===== config.mk =====
export PLATFORM = sky130hd
export DESIGN_NAME = uart_loader
export DESIGN_NICKNAME = d
export VERILOG_FILES = /design/src/hdl/isa_pkg.sv /design/src/hdl/fetch_pkg.sv /design/src/hdl/uart_loader.sv
export SDC_FILE = /design/constraint.sdc
export NUM_CORES = 1
export LEC_CHECK = 0
export BUFFER_PORTS_ARGS = -buffer_cell sky130_fd_sc_hd__buf_2
export CORE_ASPECT_RATIO = 1.2
export CORE_MARGIN = 3
export CORE_UTILIZATION = 35
export DETAILED_ROUTE_END_ITERATION = 10
export GPL_ROUTABILITY_DRIVEN = 0
export PLACE_DENSITY = 0.75
export SYNTH_ARGS = -nofsm -noshare
export SYNTH_HDL_FRONTEND = slang
export SYNTH_SLANG_ARGS = --single-unit

===== constraint.sdc =====
create_clock -name clk -period 2 [get_ports clk]
set_input_delay 0.3 -clock clk [delete_from_list [all_inputs] [get_ports clk]]
set_output_delay 0.3 -clock clk [all_outputs]
set_load 0.02 [all_outputs]

===== src/hdl/isa_pkg.sv =====
package isa_pkg;

    localparam int isa_width = 32;                  // instruction and address width
    localparam int op_width = 6;                    // primary opcode field
    localparam int reg_width = 5;                   // register index field
    localparam int imm_width = 16;                  // i-type immediate
    localparam int target_width = 26;               // j-type word target

    // jump opcodes, the ones fetch resolves on its own
    localparam logic [op_width-1:0] op_j = 6'h02;   // j target
    localparam logic [op_width-1:0] op_jal = 6'h03; // jal target, links r31 later

    // i-type view: opcode rs rt imm
    typedef struct packed {
        logic [op_width-1:0] opcode;
        logic [reg_width-1:0] rs;
        logic [reg_width-1:0] rt;
        logic [imm_width-1:0] imm;
    } i_fmt_t;

    // j-type view: opcode target
    typedef struct packed {
        logic [op_width-1:0] opcode;
        logic [target_width-1:0] target;            // word target, shifted by 2 when used
    } j_fmt_t;

    // one instruction word, decoded as whichever format the opcode says
    typedef union packed {
        i_fmt_t i_fmt;
        j_fmt_t j_fmt;
    } isa_word_u;

endpackage


===== src/hdl/fetch_pkg.sv =====
package fetch_pkg;
    import isa_pkg::*;

    // load stream address: byte address, top used bit selects dmem
    localparam int load_addr_width = 16;                 // holds ROM_DEPTH up to 13
    localparam int dmem_addr_width = load_addr_width - 2; // word address, byte bits stripped

    localparam logic [isa_width-1:0] reset_pc = '0;      // fetch restarts here after loading
    localparam logic [isa_width-1:0] pc_step = 32'd4;    // one word in bytes

    // redirect from execute or from the jump predecoder
    typedef struct packed {
        logic offset_en;                                 // relative branch taken
        logic [isa_width-1:0] offset;                    // in words, from pc+4
        logic overload_en;                               // absolute jump taken
        logic [isa_width-1:0] target;                    // byte address
    } redirect_t;

    // one fetched instruction towards decode
    typedef struct packed {
        logic [isa_width-1:0] pc;                        // byte address of instr
        isa_word_u instr;
    } fetch_out_t;

    // one word from the program loader
    typedef struct packed {
        logic [load_addr_width-1:0] addr;                // byte address, bit ROM_DEPTH+2 = dmem
        logic [isa_width-1:0] data;
    } load_word_t;

    // one data memory write leaving the subsystem
    typedef struct packed {
        logic [dmem_addr_width-1:0] addr;                // word address inside dmem
        logic [isa_width-1:0] data;
    } dmem_write_t;

endpackage


===== src/hdl/uart_loader.sv =====
`timescale 1ns/1ps

module uart_loader import isa_pkg::*; import fetch_pkg::*; #(
    parameter int ROM_DEPTH = 10
) (
    input  logic                 clk,
    input  logic                 rst_n,
    input  logic                 load_grant,     // from hazard_unit
    input  logic                 load_valid,
    input  load_word_t           load_word,
    output logic                 load_ready,
    output logic                 imem_we,        // straight into the ram
    output logic [ROM_DEPTH-1:0] imem_addr,
    output logic [isa_width-1:0] imem_data,
    output logic                 dmem_valid,
    output dmem_write_t          dmem_write
);

    logic accept;
    logic to_dmem;                               // upper half of the load map

    assign load_ready = load_grant;              // only while loading
    assign accept = load_valid & load_ready;
    assign to_dmem = load_word.addr[ROM_DEPTH+2];

    // imem write goes out in the same cycle, ram is still held by the loader
    assign imem_we = accept & ~to_dmem;
    assign imem_addr = load_word.addr[ROM_DEPTH+1:2]; // strip byte bits
    assign imem_data = load_word.data;

    always_ff @(posedge clk) begin
        if (!rst_n) begin
            dmem_valid <= 1'b0;
        end else begin
            dmem_valid <= accept & to_dmem;      // one pulse per word
        end
    end

    always_ff @(posedge clk) begin
        if (accept && to_dmem) begin
            dmem_write <= '{addr: dmem_addr_width'(load_word.addr[ROM_DEPTH+1:2]),
                            data: load_word.data};
        end
    end

    // every dmem write stems from a granted transfer
    a_dmem_granted: assert property (@(posedge clk) disable iff (!rst_n)
        dmem_valid |-> $past(load_grant));

endmodule


# After elaboration in Yosys (flattened, before gate mapping)
# Cells that the tools add are included.
[totals]
inputBits = 52
mem_bits_ro = 0
output_inout_bits = 91
ramBits = 0
ff_bits = 43
n_memories = 0
elab_cells = 8
latchBits = 0
[op_classes]
n_mux = 0
addsub = 0
n_shift = 0
magnitude_cmp = 0
div_mod_pow = 0
n_reduce_logical = 1
n_bitwise = 4
n_eq_ne = 0
mul = 0
[ops]
columns = ["op", "count"]
rows = [
  ["bitwise AND 1 bit", 3],
  ["logical AND 1 bit", 1],
  ["inverter 1 bit", 1],
]

# Longest topological paths before layout
[logic_depth]
word_depth = 2
depth_mapped = 1
ltp_nobuf = 1

# Least setup slack after synthesis
# Ideal clock, no wire load.
[synth_path]
kind = "input to register"
start = "input load_valid"
end = "register dmem_write[0] (netlist name), enable pin"
arrival_ns = 0.940
required_ns = 1.620
path_buffers = 0
path_slack_ns = 0.680
cell_stages = 1
path_cell_list = "and3_2"
[synth_between]
elab_chain_cells = 2
[synth_rtl]
columns = ["item", "line", "source"]
rows = [
  ["from (decl)", "uart_loader.sv:9", "input logic load_valid,"],
  ["bitwise AND 1 bit", "uart_loader.sv:23", "assign accept = load_valid & load_ready;"],
  ["logical AND 1 bit", "uart_loader.sv:40", "if (accept && to_dmem) begin"],
  ["to (signal assigned)", "uart_loader.sv:41", "dmem_write <= '{addr: dmem_addr_width'(load_word.addr[ROM_DEPTH+1:2]),"],
  ["to (decl)", "uart_loader.sv:16", "output dmem_write_t dmem_write"],
]
# Every way passes these cells.
# A chain may end at the register's enable or synchronous reset.

# Final worst setup path
[layout_path]
start = "register dmem_write[27] (netlist name)"
end = "output dmem_write[27] (netlist name)"
# No word-level cell between the ends.

==> flow_summary_export.csv <==
group,metric,value,unit
power,leakagePower,0.994,nW
critical_path,path_depth,1,
grt,grt-ovfl-total,0,
critical_path,cp_data_required_time,1700,ps
power,total_power,1.79,mW
grt,grt_pass1_vias,902,
logic_synthesis,netlist_area,0.00166,mm2
cells_and_area,regArea,0.00128,mm2
grt,grt_pass1_wl,4160,um
timing,hold_viol,0,
routing,dr.first_iter.drc_count,58,
logic_synthesis,yosysTopAreaCellShare,75.8,%
grt,grtUsageMet3,5.34,%
die,die_w,68.9,um
clock_network,post_cts_buffers,0,
routing,drc,0,
clock_network,cts_tree,"yes",
cells_and_area,drive_above_1_share,73.7,%
critical_path,end_kind,"primary output",
routing,via_per_inst,4.02,
clock_network,clkTransAtPathRegs,70,ps
timing,final.setup.tns,0,ps
critical_path,max_stage_delay,370,ps
timing,finalCriticalPeriod,1120,ps
routing,routedWlPerCell,12.4,um
logic_synthesis,avgSynthCellArea,17.7,um2
placement,post-place-cells,240,
die,row_count,26,
die,core,0.00442,mm2
cells_and_area,final_cell_mix,"buf_2, edfxtp_1, clkbuf_8",
power,power.density,835,mW/mm2
worst_hold_path,min-delay-start,"load_word[2]",
routing,drt-total-wl,3050,um
grt,grt_max_degree,43,
routing,postRouteAntennaNets,0,
critical_path,path_delay_family,"flip-flops",
die,start_util,37.6,%
job,maxCapViolCount,0,
power,ir_drop,0.422,mV
timing,rsz0062_at_grt,"no",
clock_network,h-tree-depth,2,
grt,grt.total_usage,10.4,%
timing,setup_violations,0,
critical_path,worstPathArrival,820,ps
die,die_area,0.00562,mm2
logic_synthesis,synth_warnings,0,
placement,port_buffers,133,
outcome,outcome,"completed",
critical_path,crit_path_start_kind,"flop",
clock_network,cts_sinks,43,
critical_path,worstSetupStartpoint,"dmem_write[27]",
cells_and_area,final_common_cell,"buf_2",
cells_and_area,antenna_cells,0,
clock_network,numCtsBuffers,5,
timing,fin_crit_sh,56.0,%
timing,hold_ws,200,ps
die,die_h,81.5,um
cells_and_area,fin_nets,243,
routing,firstDrtPassIters,2,
logic_synthesis,synth_seq_cells,43,
timing,max_freq,893,MHz
grt,met2_usage,18.8,%
critical_path,crit_type,"flop to primary output",
worst_hold_path,hold_depth,1,
critical_path,cp_num_buf_inv,1,
critical_path,cp_max_fo,1,
die,num_io_pins,143,
cells_and_area,area_growth,29.3,%
logic_synthesis,synthTopCellsByArea,"edfxtp_1, buf_4, dfxtp_1",
clock_network,cts.path.max_buffers,2,
cells_and_area,fill_cells,411,
logic_synthesis,ys_types,7,
worst_hold_path,min_path_type,"primary input to flop",
clock_network,cts_hold_buf,0,
logic_synthesis,synth_top_area_cell,"edfxtp_1",
grt,grt-busiest-layer,"met2",
grt,grtUsageMet1,9.74,%
worst_hold_path,hold_end,"dmem_write[2]",
critical_path,crit_chain,"buf_2",
critical_path,crit_slowest_cell,"edfxtp_1",
clock_network,cts_resized,0,
logic_synthesis,yosysSeqAreaShare,77.1,%
routing,via_count,988,
cells_and_area,multi_input_area,40.0,um2
cells_and_area,instances_no_fill,246,
timing,maxSlewViolCount,0,
clock_network,cts_root_buf,"clkbuf_8",
grt,antenna_found_initial,0,
logic_synthesis,synth_cells,94,
-- cell type report --
| type | instances | share of cell area [%] |
|---|---|---|
| multi-input combinational | 7 | 1.86 |
| clock buffer | 6 | 3.38 |
| timing repair buffer | 134 | 31.9 |
| tap | 56 | 3.26 |
| sequential | 43 | 59.6 |
-- registers in the layout, indices dropped and copies added (netlist names) --
| signal | cells |
|---|---|
| dmem_valid | 1 |
| dmem_write | 42 |
-- cells in the mapped netlist, drive strengths merged --
cell type  number
and3            1
buf            47
dfxtp           1
and3b           1
and4            1
edfxtp         42
conb            1
-- metal layers --
layer  vias up  routed length, um  part of all wire [%]
met5         -                  0                     0
met4         0                 34                   1.1
met3         4                402                    13
met2        75               1690                    56
met1       436                918                    30
li1        473                  -                     -
-- cells by family after synthesis --
kind of cell,Yosys count,share of synthesized area [%]
buffers and inverters,47,21.2
and+or+nand+nor,3,1.51
DFF,43,77.1
other,1,0.226
-- where the power goes --
part           switching [mW]  leakage [nW]  total (mW)  internal (mW)
sequential            0.00824         0.394        1.04           1.03
combinational           0.180         0.563       0.273         0.0928
clock                   0.246        0.0371       0.478          0.232
-- how the worst max path moves through the flow --
| stage | end | slack, ps |
|---|---|---|
| 2_1_floorplan | dmem_write[0] | 680 |
| 3_3_place_gp | dmem_write[11] | 850 |
| 3_5_place_dp | dmem_write[22] | 830 |
| 4_1_cts | dmem_write[27] | 860 |
| 5_1_grt | dmem_write[2] | 830 |
| 6_report | dmem_write[27] | 880 |
-- metrics by stage --
stage          utilization, %  setup WS [ps]  instance area [um2]
5_1_grt                  48.6            834                 2150
6_report                 48.6            881                 2150
4_1_cts                  48.6            857                 2150
3_5_place_dp             46.9            829                 2080
3_3_place_gp             46.9            847                 2080
2_1_floorplan               -            680                 1670
(Power assumes the default switching activity.)
