<file path="src/hdl/isa_pkg.sv">
package isa_pkg;

    localparam int isa_width = 32;                  // instruction and address width
    localparam int op_width = 6;                    // primary opcode field
    localparam int reg_width = 5;                   // register index field
    localparam int imm_width = 16;                  // i-type immediate
    localparam int target_width = 26;               // j-type word target

    // jump opcodes, the ones fetch resolves on its own
    localparam logic [op_width-1:0] op_j = 6'h02;   // j target
    localparam logic [op_width-1:0] op_jal = 6'h03; // jal target, links r31 later

    // i-type view: opcode rs rt imm
    typedef struct packed {
        logic [op_width-1:0] opcode;
        logic [reg_width-1:0] rs;
        logic [reg_width-1:0] rt;
        logic [imm_width-1:0] imm;
    } i_fmt_t;

    // j-type view: opcode target
    typedef struct packed {
        logic [op_width-1:0] opcode;
        logic [target_width-1:0] target;            // word target, shifted by 2 when used
    } j_fmt_t;

    // one instruction word, decoded as whichever format the opcode says
    typedef union packed {
        i_fmt_t i_fmt;
        j_fmt_t j_fmt;
    } isa_word_u;

endpackage

</file>
<file path="src/hdl/fetch_pkg.sv">
package fetch_pkg;
    import isa_pkg::*;

    // load stream address: byte address, top used bit selects dmem
    localparam int load_addr_width = 16;                 // holds ROM_DEPTH up to 13
    localparam int dmem_addr_width = load_addr_width - 2; // word address, byte bits stripped

    localparam logic [isa_width-1:0] reset_pc = '0;      // fetch restarts here after loading
    localparam logic [isa_width-1:0] pc_step = 32'd4;    // one word in bytes

    // redirect from execute or from the jump predecoder
    typedef struct packed {
        logic offset_en;                                 // relative branch taken
        logic [isa_width-1:0] offset;                    // in words, from pc+4
        logic overload_en;                               // absolute jump taken
        logic [isa_width-1:0] target;                    // byte address
    } redirect_t;

    // one fetched instruction towards decode
    typedef struct packed {
        logic [isa_width-1:0] pc;                        // byte address of instr
        isa_word_u instr;
    } fetch_out_t;

    // one word from the program loader
    typedef struct packed {
        logic [load_addr_width-1:0] addr;                // byte address, bit ROM_DEPTH+2 = dmem
        logic [isa_width-1:0] data;
    } load_word_t;

    // one data memory write leaving the subsystem
    typedef struct packed {
        logic [dmem_addr_width-1:0] addr;                // word address inside dmem
        logic [isa_width-1:0] data;
    } dmem_write_t;

endpackage

</file>
<file path="src/hdl/jump_predecode.sv">
`timescale 1ns/1ps

module jump_predecode import isa_pkg::*; import fetch_pkg::*; (
    input  logic       out_valid,
    input  logic       out_ready,
    input  fetch_out_t out_data,
    output logic       jump_valid,               // j or jal being transferred
    output redirect_t  jump_redirect
);

    logic                 is_jump;
    logic [isa_width-1:0] link_pc;               // pc of the delay slot

    assign link_pc = out_data.pc + pc_step;
    assign is_jump = (out_data.instr.j_fmt.opcode == op_j) ||
                     (out_data.instr.j_fmt.opcode == op_jal);
    assign jump_valid = out_valid & out_ready & is_jump;

    // target keeps the region bits of the delay slot pc
    assign jump_redirect.offset_en = 1'b0;
    assign jump_redirect.offset = '0;
    assign jump_redirect.overload_en = is_jump;
    assign jump_redirect.target = {link_pc[isa_width-1 -: 4],
                                   out_data.instr.j_fmt.target, 2'b00};

endmodule

</file>
<file path="config.mk">
export PLATFORM = sky130hd
export DESIGN_NAME = jump_predecode
export DESIGN_NICKNAME = d
export VERILOG_FILES = /design/src/hdl/isa_pkg.sv /design/src/hdl/fetch_pkg.sv /design/src/hdl/jump_predecode.sv
export SDC_FILE = /design/constraint.sdc
export NUM_CORES = 1
export LEC_CHECK = 0
export BUFFER_PORTS_ARGS = -buffer_cell sky130_fd_sc_hd__buf_2
export CAP_MARGIN = 40
export CORE_UTILIZATION = 25
export DETAILED_ROUTE_END_ITERATION = 6
export PLACE_DENSITY = 0.93
export SYNTH_ARGS = -nofsm -noshare
export SYNTH_HDL_FRONTEND = slang
export SYNTH_SLANG_ARGS = --single-unit
</file>
<file path="constraint.sdc">
create_clock -name vclk -period 1.2
set_input_delay 0.18 -clock vclk [all_inputs]
set_output_delay 0.18 -clock vclk [all_outputs]
set_load 0.02 [all_outputs]
</file>
Yosys cells after proc, flatten, opt, wreduce, memory -nomap -nowiden
Index checks and enable logic that the tools add are counted.
W data, S select, Z words.
{ "totals": {"ff_bits": 0, "latch_bits": 0, "mem_bits_rw": 0, "romBits": 0, "in_bits": 66, "output_inout_bits": 67, "elab_cells": 6, "n_memories": 0} }
{ "classes": {"n_addsub": 1, "mul": 0, "n_div": 0, "order_cmp": 0, "n_eq_ne": 2, "shifts": 0, "n_mux": 0, "n_bitwise": 2, "reduce_logical": 1} }
{ "op_table": {"columns": ["cell", "count"], "rows": [
  ["$add A32 B3 Y32 const B", 1],
  ["$eq A6 B2 Y1 const B", 2],
  ["$and A1 B1 Y1", 2],
  ["$logic_or A1 B1 Y1", 1]
]} }

Depth between registers and ports, before layout
Gate-level depths: netlist of run 1.
{ "depth": {"ltp_word": 3, "depth_mapped": 4, "depth_no_buf": 4} }

Worst setup path before layout of run 1
No wires, ideal clock.
{ "synth_timing": {"path_kind": "input to output", "from": "input port out_data[50] (netlist bit)", "to": "output port jump_redirect[31] (netlist bit)", "t_arrival_ns": 1.146, "path_slack_ns": -0.126, "stages": 4, "path_buffers": 0, "cell_sequence": "nand4_2 nor4_4 nand4_1 xnor2_1"} }
{ "synth_lines": {"columns": ["element", "line", "text"], "rows": [
  ["start: declaration", "jump_predecode.sv:6", "input fetch_out_t out_data,"],
  ["end: declaration", "jump_predecode.sv:8", "output redirect_t jump_redirect"]
]} }

==> results of run 1 <==
-- cell usage after synthesis --
library cell	number
and2_1	1
and3_1	1
buf_4	62
conb_1	1
nand2_1	2
nand2_2	1
nand3_1	1
nand4_1	7
nand4_2	1
nor2_1	1
nor3_1	2
nor4_4	1
xnor2_1	4
-- cell type report --
type,count,area (µm²)
fill,248,1650
timing repair buffer,43,277
multi-input combinational,57,333
tap,28,35.0
-- power by group --
group          switching, mW  leakage, nW  internal [mW]  total (mW)
registers                  0            0              0           0
clock network              0            0              0           0
logic                  0.144        0.376         0.0812       0.226
total                  0.144        0.376         0.0812       0.226
-- logic make-up after synthesis --
family / count (synthesis) / share of synthesized area (%)
xor+xnor: 4 / 5.59
buf+inv: 62 / 74.3
other cells: 1 / 0.598
simple gates: 18 / 19.6
-- repair_timing --
action | 4_1_cts | 5_1_grt
endpoints found under the hold margin | 0 | 0
endpoints found under the setup margin | 4 | 4
pin swaps | 3 | 2
resized for setup | 9 | 3
buffers inserted | 0 | 0
-- per-stage QoR --
step / util, % / area (µm²)
3_5_place_dp: 25.4 / 583
5_1_grt: 28.1 / 644
6_report: 28.1 / 644
4_1_cts: 27.3 / 628
3_3_place_gp: 25.4 / 583
2_1_floorplan: - / 798
-- per-layer routing --
metal	track usage [%]	routed length, µm	vias up
met5	0	0	-
met4	6.31	87	0
met3	4.68	255	12
met2	13.2	610	61
met1	3.96	277	189
li1	-	-	209
-- worst max-delay path by stage --
stage	from	endpoint	slack [ns]	cells after the start
floorplan	out_data[46]	jump_redirect[29]	-0.03	4
global placement	out_data[50]	jump_redirect[29]	-0.20	6
detailed placement	out_data[50]	jump_redirect[29]	-0.25	6
CTS	out_data[50]	jump_redirect[29]	-0.21	6
global route	out_data[50]	jump_redirect[31]	-0.29	6
finish	out_data[50]	jump_redirect[31]	-0.23	6
==> metrics.md, run 1 <==
| Metric | Value |
|---|---|
| Status | complete, but fails checks |
| Failing checks | negative setup slack |
| Layout cells sized above 1 | 51.0% |
| Seq/Total Area, Yosys | 0% |
| RSZ-0062 raised after global routing | true |
| Number of port buffers | 43 |
| Worst Hold End | jump_redirect[27] |
| Pwr dens | ~350 nW/µm² |
| Seq cells | 0 |
| Crit-path cells | buf_8 > nand4_4 > nor4_4 > nand4_1 > xnor2_2 > buf_4 |
| Die X | around 52 µm |
| Hold Path Origin | out_data[25] |
| Final Non-Filler Cells | about 130 |
| DRT Pass-1 Iters | 3 |
| Hold Worst Slack | 0.360 ns |
| Max-cap check violation count | 0 |
| Core Footprint | 2300 µm² |
| Ant diodes | 0 |
| RePlAce Congestion | about 0.56 |
| Commonest non-fill, non-tap cell in the layout | conb_1 |
| 1st-iter DRT viols | 2 |
| GRT Util Overall | a little under 7% |
| Leak pwr | between 0.3 and 0.4 nW |
| Detail Route Antenna Nets | 0 |
| Most frequent cells in the layout | conb_1, buf_2, nand4_1, buf_6, xnor2_2 |
| Mapped Area | ~630 µm² |
| Critical path buffer and inverter count | 2 |
| Synth Instances | 85 |
| Cells after DPL | approximately 130 |
| Highest Clock Rate | between 0.6 and 0.7 GHz |
| Synth area leader | buf_4 |
| Yosys top cell area share | around three quarters |
| Initial antenna violation count | 0 |
| Nets@finish | about 170 |
| Largest net degree at the start of global routing | 5 |
| Global-route wire length before repair | ~1400 µm |
| CTS Hold Bufs | 0 |
| CP delay by family, top | simple AND/OR/NAND/NOR gates |
| Number of core rows | 17 |
| Dpl ws | -0.248 ns |
| Via/cell ratio | about 3.7 |
| Final Hold Fails | 0 |
| Critical Path End Type | output port |
| Vias in the first global route | between 300 and 400 |
| Area growth, synth to finish | 2.79% |
| Setup CP Type | input pin to output port |
| Final worst setup slack | -0.232 ns |
| Setup TNS | -0.752 ns |
| Worst vdd ir | 0.126 mV |
| Area contributors post-synth | buf_4, nand4_1, xnor2_1 |
| Max-slew violation count | 0 |
| Hold crit path type | input pin to output port |
| Shortest period the worst path allows | roughly 1.4 ns |
| Data arrival time of the worst path | around 1.3 ns |
| Worst hold stages | 0 |
| Starting Density | 27.3% |
| Power, Total | roughly 0.23 mW |
| CP max FO | 4 |
| Crit-path max cell delay | ~0.34 ns |
| Cell variety after synth | 13 |
| WL/cell | around 9.6 µm |
| I/O pins | about 130 |
| Slowest CP cell | nor4_4 |
| Die Y | ~52 µm |
| # clk buffers | 0 |
| Via count | approximately 470 |
| Syn_area_per_cell | between 7 and 8 µm² |
| Final setup viols | 4 |
| Yosys warnings | 0 |
| Total grt overflow | 0 |
| Final HPWL DP | about 1100 µm |
| Final wirelength | 1230 µm |
| Startpoint type of the worst setup path | input pin |
| Data required time at the worst endpoint | 1.02 ns |
| Area of the die | 2710 µm² |
| DR DRC count | 0 |
| FF/Latch Area | 0 µm² |
| Post-route clock period utilization | 119% |
Note: power is estimated with default switching activity, not from simulation.
==> run 2, diff against run 1 <==
- SKIP_LAST_GASP: unset -> 1
- clock period: 1.2 -> 1.4 ns (I/O delays scaled with it)
==> metrics.md, run 2 (same netlist as run 1, synthesis figures left out) <==
| Metric | Value |
|---|---|
| Dpl ws | -0.0898 ns |
| Seq cells | 0 |
| Worst vdd ir | 0.0820 mV |
| Commonest non-fill, non-tap cell in the layout | conb_1 |
| CTS Hold Bufs | 0 |
| Clock power frac | 0% |
| Failing checks | negative setup slack |
| Ant diodes | 0 |
| Total grt overflow | 0 |
| Crit-path cells | buf_6 > nand4_4 > nor4_4 > nand4_1 > xnor2_1 > buf_2 |
| Final Hold Fails | 0 |
| Setup CP Type | input pin to output port |
| WL/cell | ~9.4 µm |
| Status | complete, but fails checks |
| Max-cap check violation count | 0 |
| Net Sw Power | approximately 0.12 mW |
| Startpoint type of the worst setup path | input pin |
| Highest Clock Rate | 0.704 GHz |
| DR DRC count | 0 |
| Cells after DPL | around 130 |
| Hold crit path type | input pin to output port |
| Fill cells | roughly 270 |
| Post-route clock period utilization | 101% |
| Critical Path End Type | output port |
| Data arrival time of the worst path | around 1.2 ns |
| Via/cell ratio | ~3.6 |
| Switching share of total power | between 60% and 70% |
| Area of the die | about 2700 µm² |
| Detail Route Antenna Nets | 0 |
| # clk buffers | 0 |
| FF/Latch Area | 0 µm² |
| DR top layer | met4 |
| Most frequent cells in the layout | conb_1, buf_2, buf_6, nand4_1 |
| Data required time at the worst endpoint | between 1 and 1.5 ns |
| RSZ-0062 raised after global routing | true |
| Wl on met1 | a little over 300 µm |
| Int Pwr | roughly 0.065 mW |
| CP max FO | 4 |
| Leak pwr | about 0.35 nW |
| Met3 WL | between 150 and 200 µm |
| Global-route wire length before repair | 1500 µm |
| Vias in the first global route | 367 |
| Final worst setup slack | -0.0195 ns |
| Area growth, synth to finish | -1.40% |
| Pwr dens | ~300 nW/µm² |
| Final setup viols | 3 |
| 1st-iter DRT viols | 1 |
| Largest net degree at the start of global routing | 5 |
| Initial antenna violation count | 0 |
| Post-CTS setup buffers | 0 |
| Register share of total power | 0% |
| Core Footprint | between 2000 and 2500 µm² |
| Final HPWL DP | 1120 µm |
| Starting Density | between 20 and 30% |
| Max-slew violation count | 0 |
| Number of port buffers | 43 |
| Comb pwr share | 100.0% |
| Crit-path max cell delay | 0.35 ns |
| Met2 routed WL | slightly below 700 µm |
| Final wirelength | ~1200 µm |
| Final Non-Filler Cells | between 100 and 150 |
| Layout cells sized above 1 | between 40% and 50% |
| GRT Util Overall | between 7 and 8% |
| RePlAce Congestion | roughly 0.66 |
| DRT Pass-1 Iters | 3 |
| Die Y | roughly 52 µm |
| Via count | around 470 |
| Nets@finish | about 170 |
| Die X | approximately 52 µm |
| Hold Worst Slack | around 0.42 ns |
| I/O pins | 133 |
| Slowest CP cell | nor4_4 |
| Number of core rows | 17 |
| Shortest period the worst path allows | between 1 and 1.5 ns |
-- run 2: cell types whose count changed in the layout (fill, tap and decap cells not counted) --
cell / delta
buf_6: +1
buf_4: +1
buf_8: -1
xnor2_1: +4
xnor2_2: -4
-- run 2: layer usage --
metal	GRT usage [%]	up-vias
met4	3.15	0
li1	-	211
met5	0	-
met1	6.19	188
met2	15.2	59
met3	3.22	8
-- run 2: final timing paths --
kind / startpoint / to / slack [ns] / cells after the start
max: out_data[51] / jump_redirect[30] / -0.02 / 6
min: out_data[14] / jump_redirect[16] / 0.42 / 0
-- run 2: cell type report --
class | instances | area, µm² | area share, %
multi-input combinational | 57 | 303 | 49.0
timing repair buffer | 44 | 280 | 45.3
tap | 28 | 35.0 | 5.67
-- run 2: power groups by stage --
stage | combinational [mW] | sequential, mW | clock [mW]
6_report | 0.186 | 0 | 0
5_1_grt | 0.201 | 0 | 0
3_5_place_dp | 0.165 | 0 | 0
4_1_cts | 0.173 | 0 | 0
2_1_floorplan | 0.288 | 0 | 0
3_3_place_gp | 0.164 | 0 | 0
-- run 2: repair_timing --
action / in CTS / in global routing
endpoints found under the setup margin: 4 / 4
resized for setup: 4 / 9
gates cloned: 0 / 0
pin swaps: 6 / 5
-- run 2: critical path: cells and delay by family --
kind | cells | cell delay, ns
buffers and inverters | 2 | 0.25
xor gates and xnor gates | 1 | 0.15
and+or+nand+nor | 3 | 0.60
-- run 2: metrics by stage --
step	util [%]	setup TNS (ns)	instance area (µm²)	power [mW]
2_1_floorplan	-	0	754	0.288
3_3_place_gp	23.8	-0.227	547	0.164
3_5_place_dp	23.8	-0.273	547	0.165
4_1_cts	25.0	-0.200	574	0.173
5_1_grt	26.9	-0.426	618	0.201
6_report	26.9	-0.0515	618	0.186
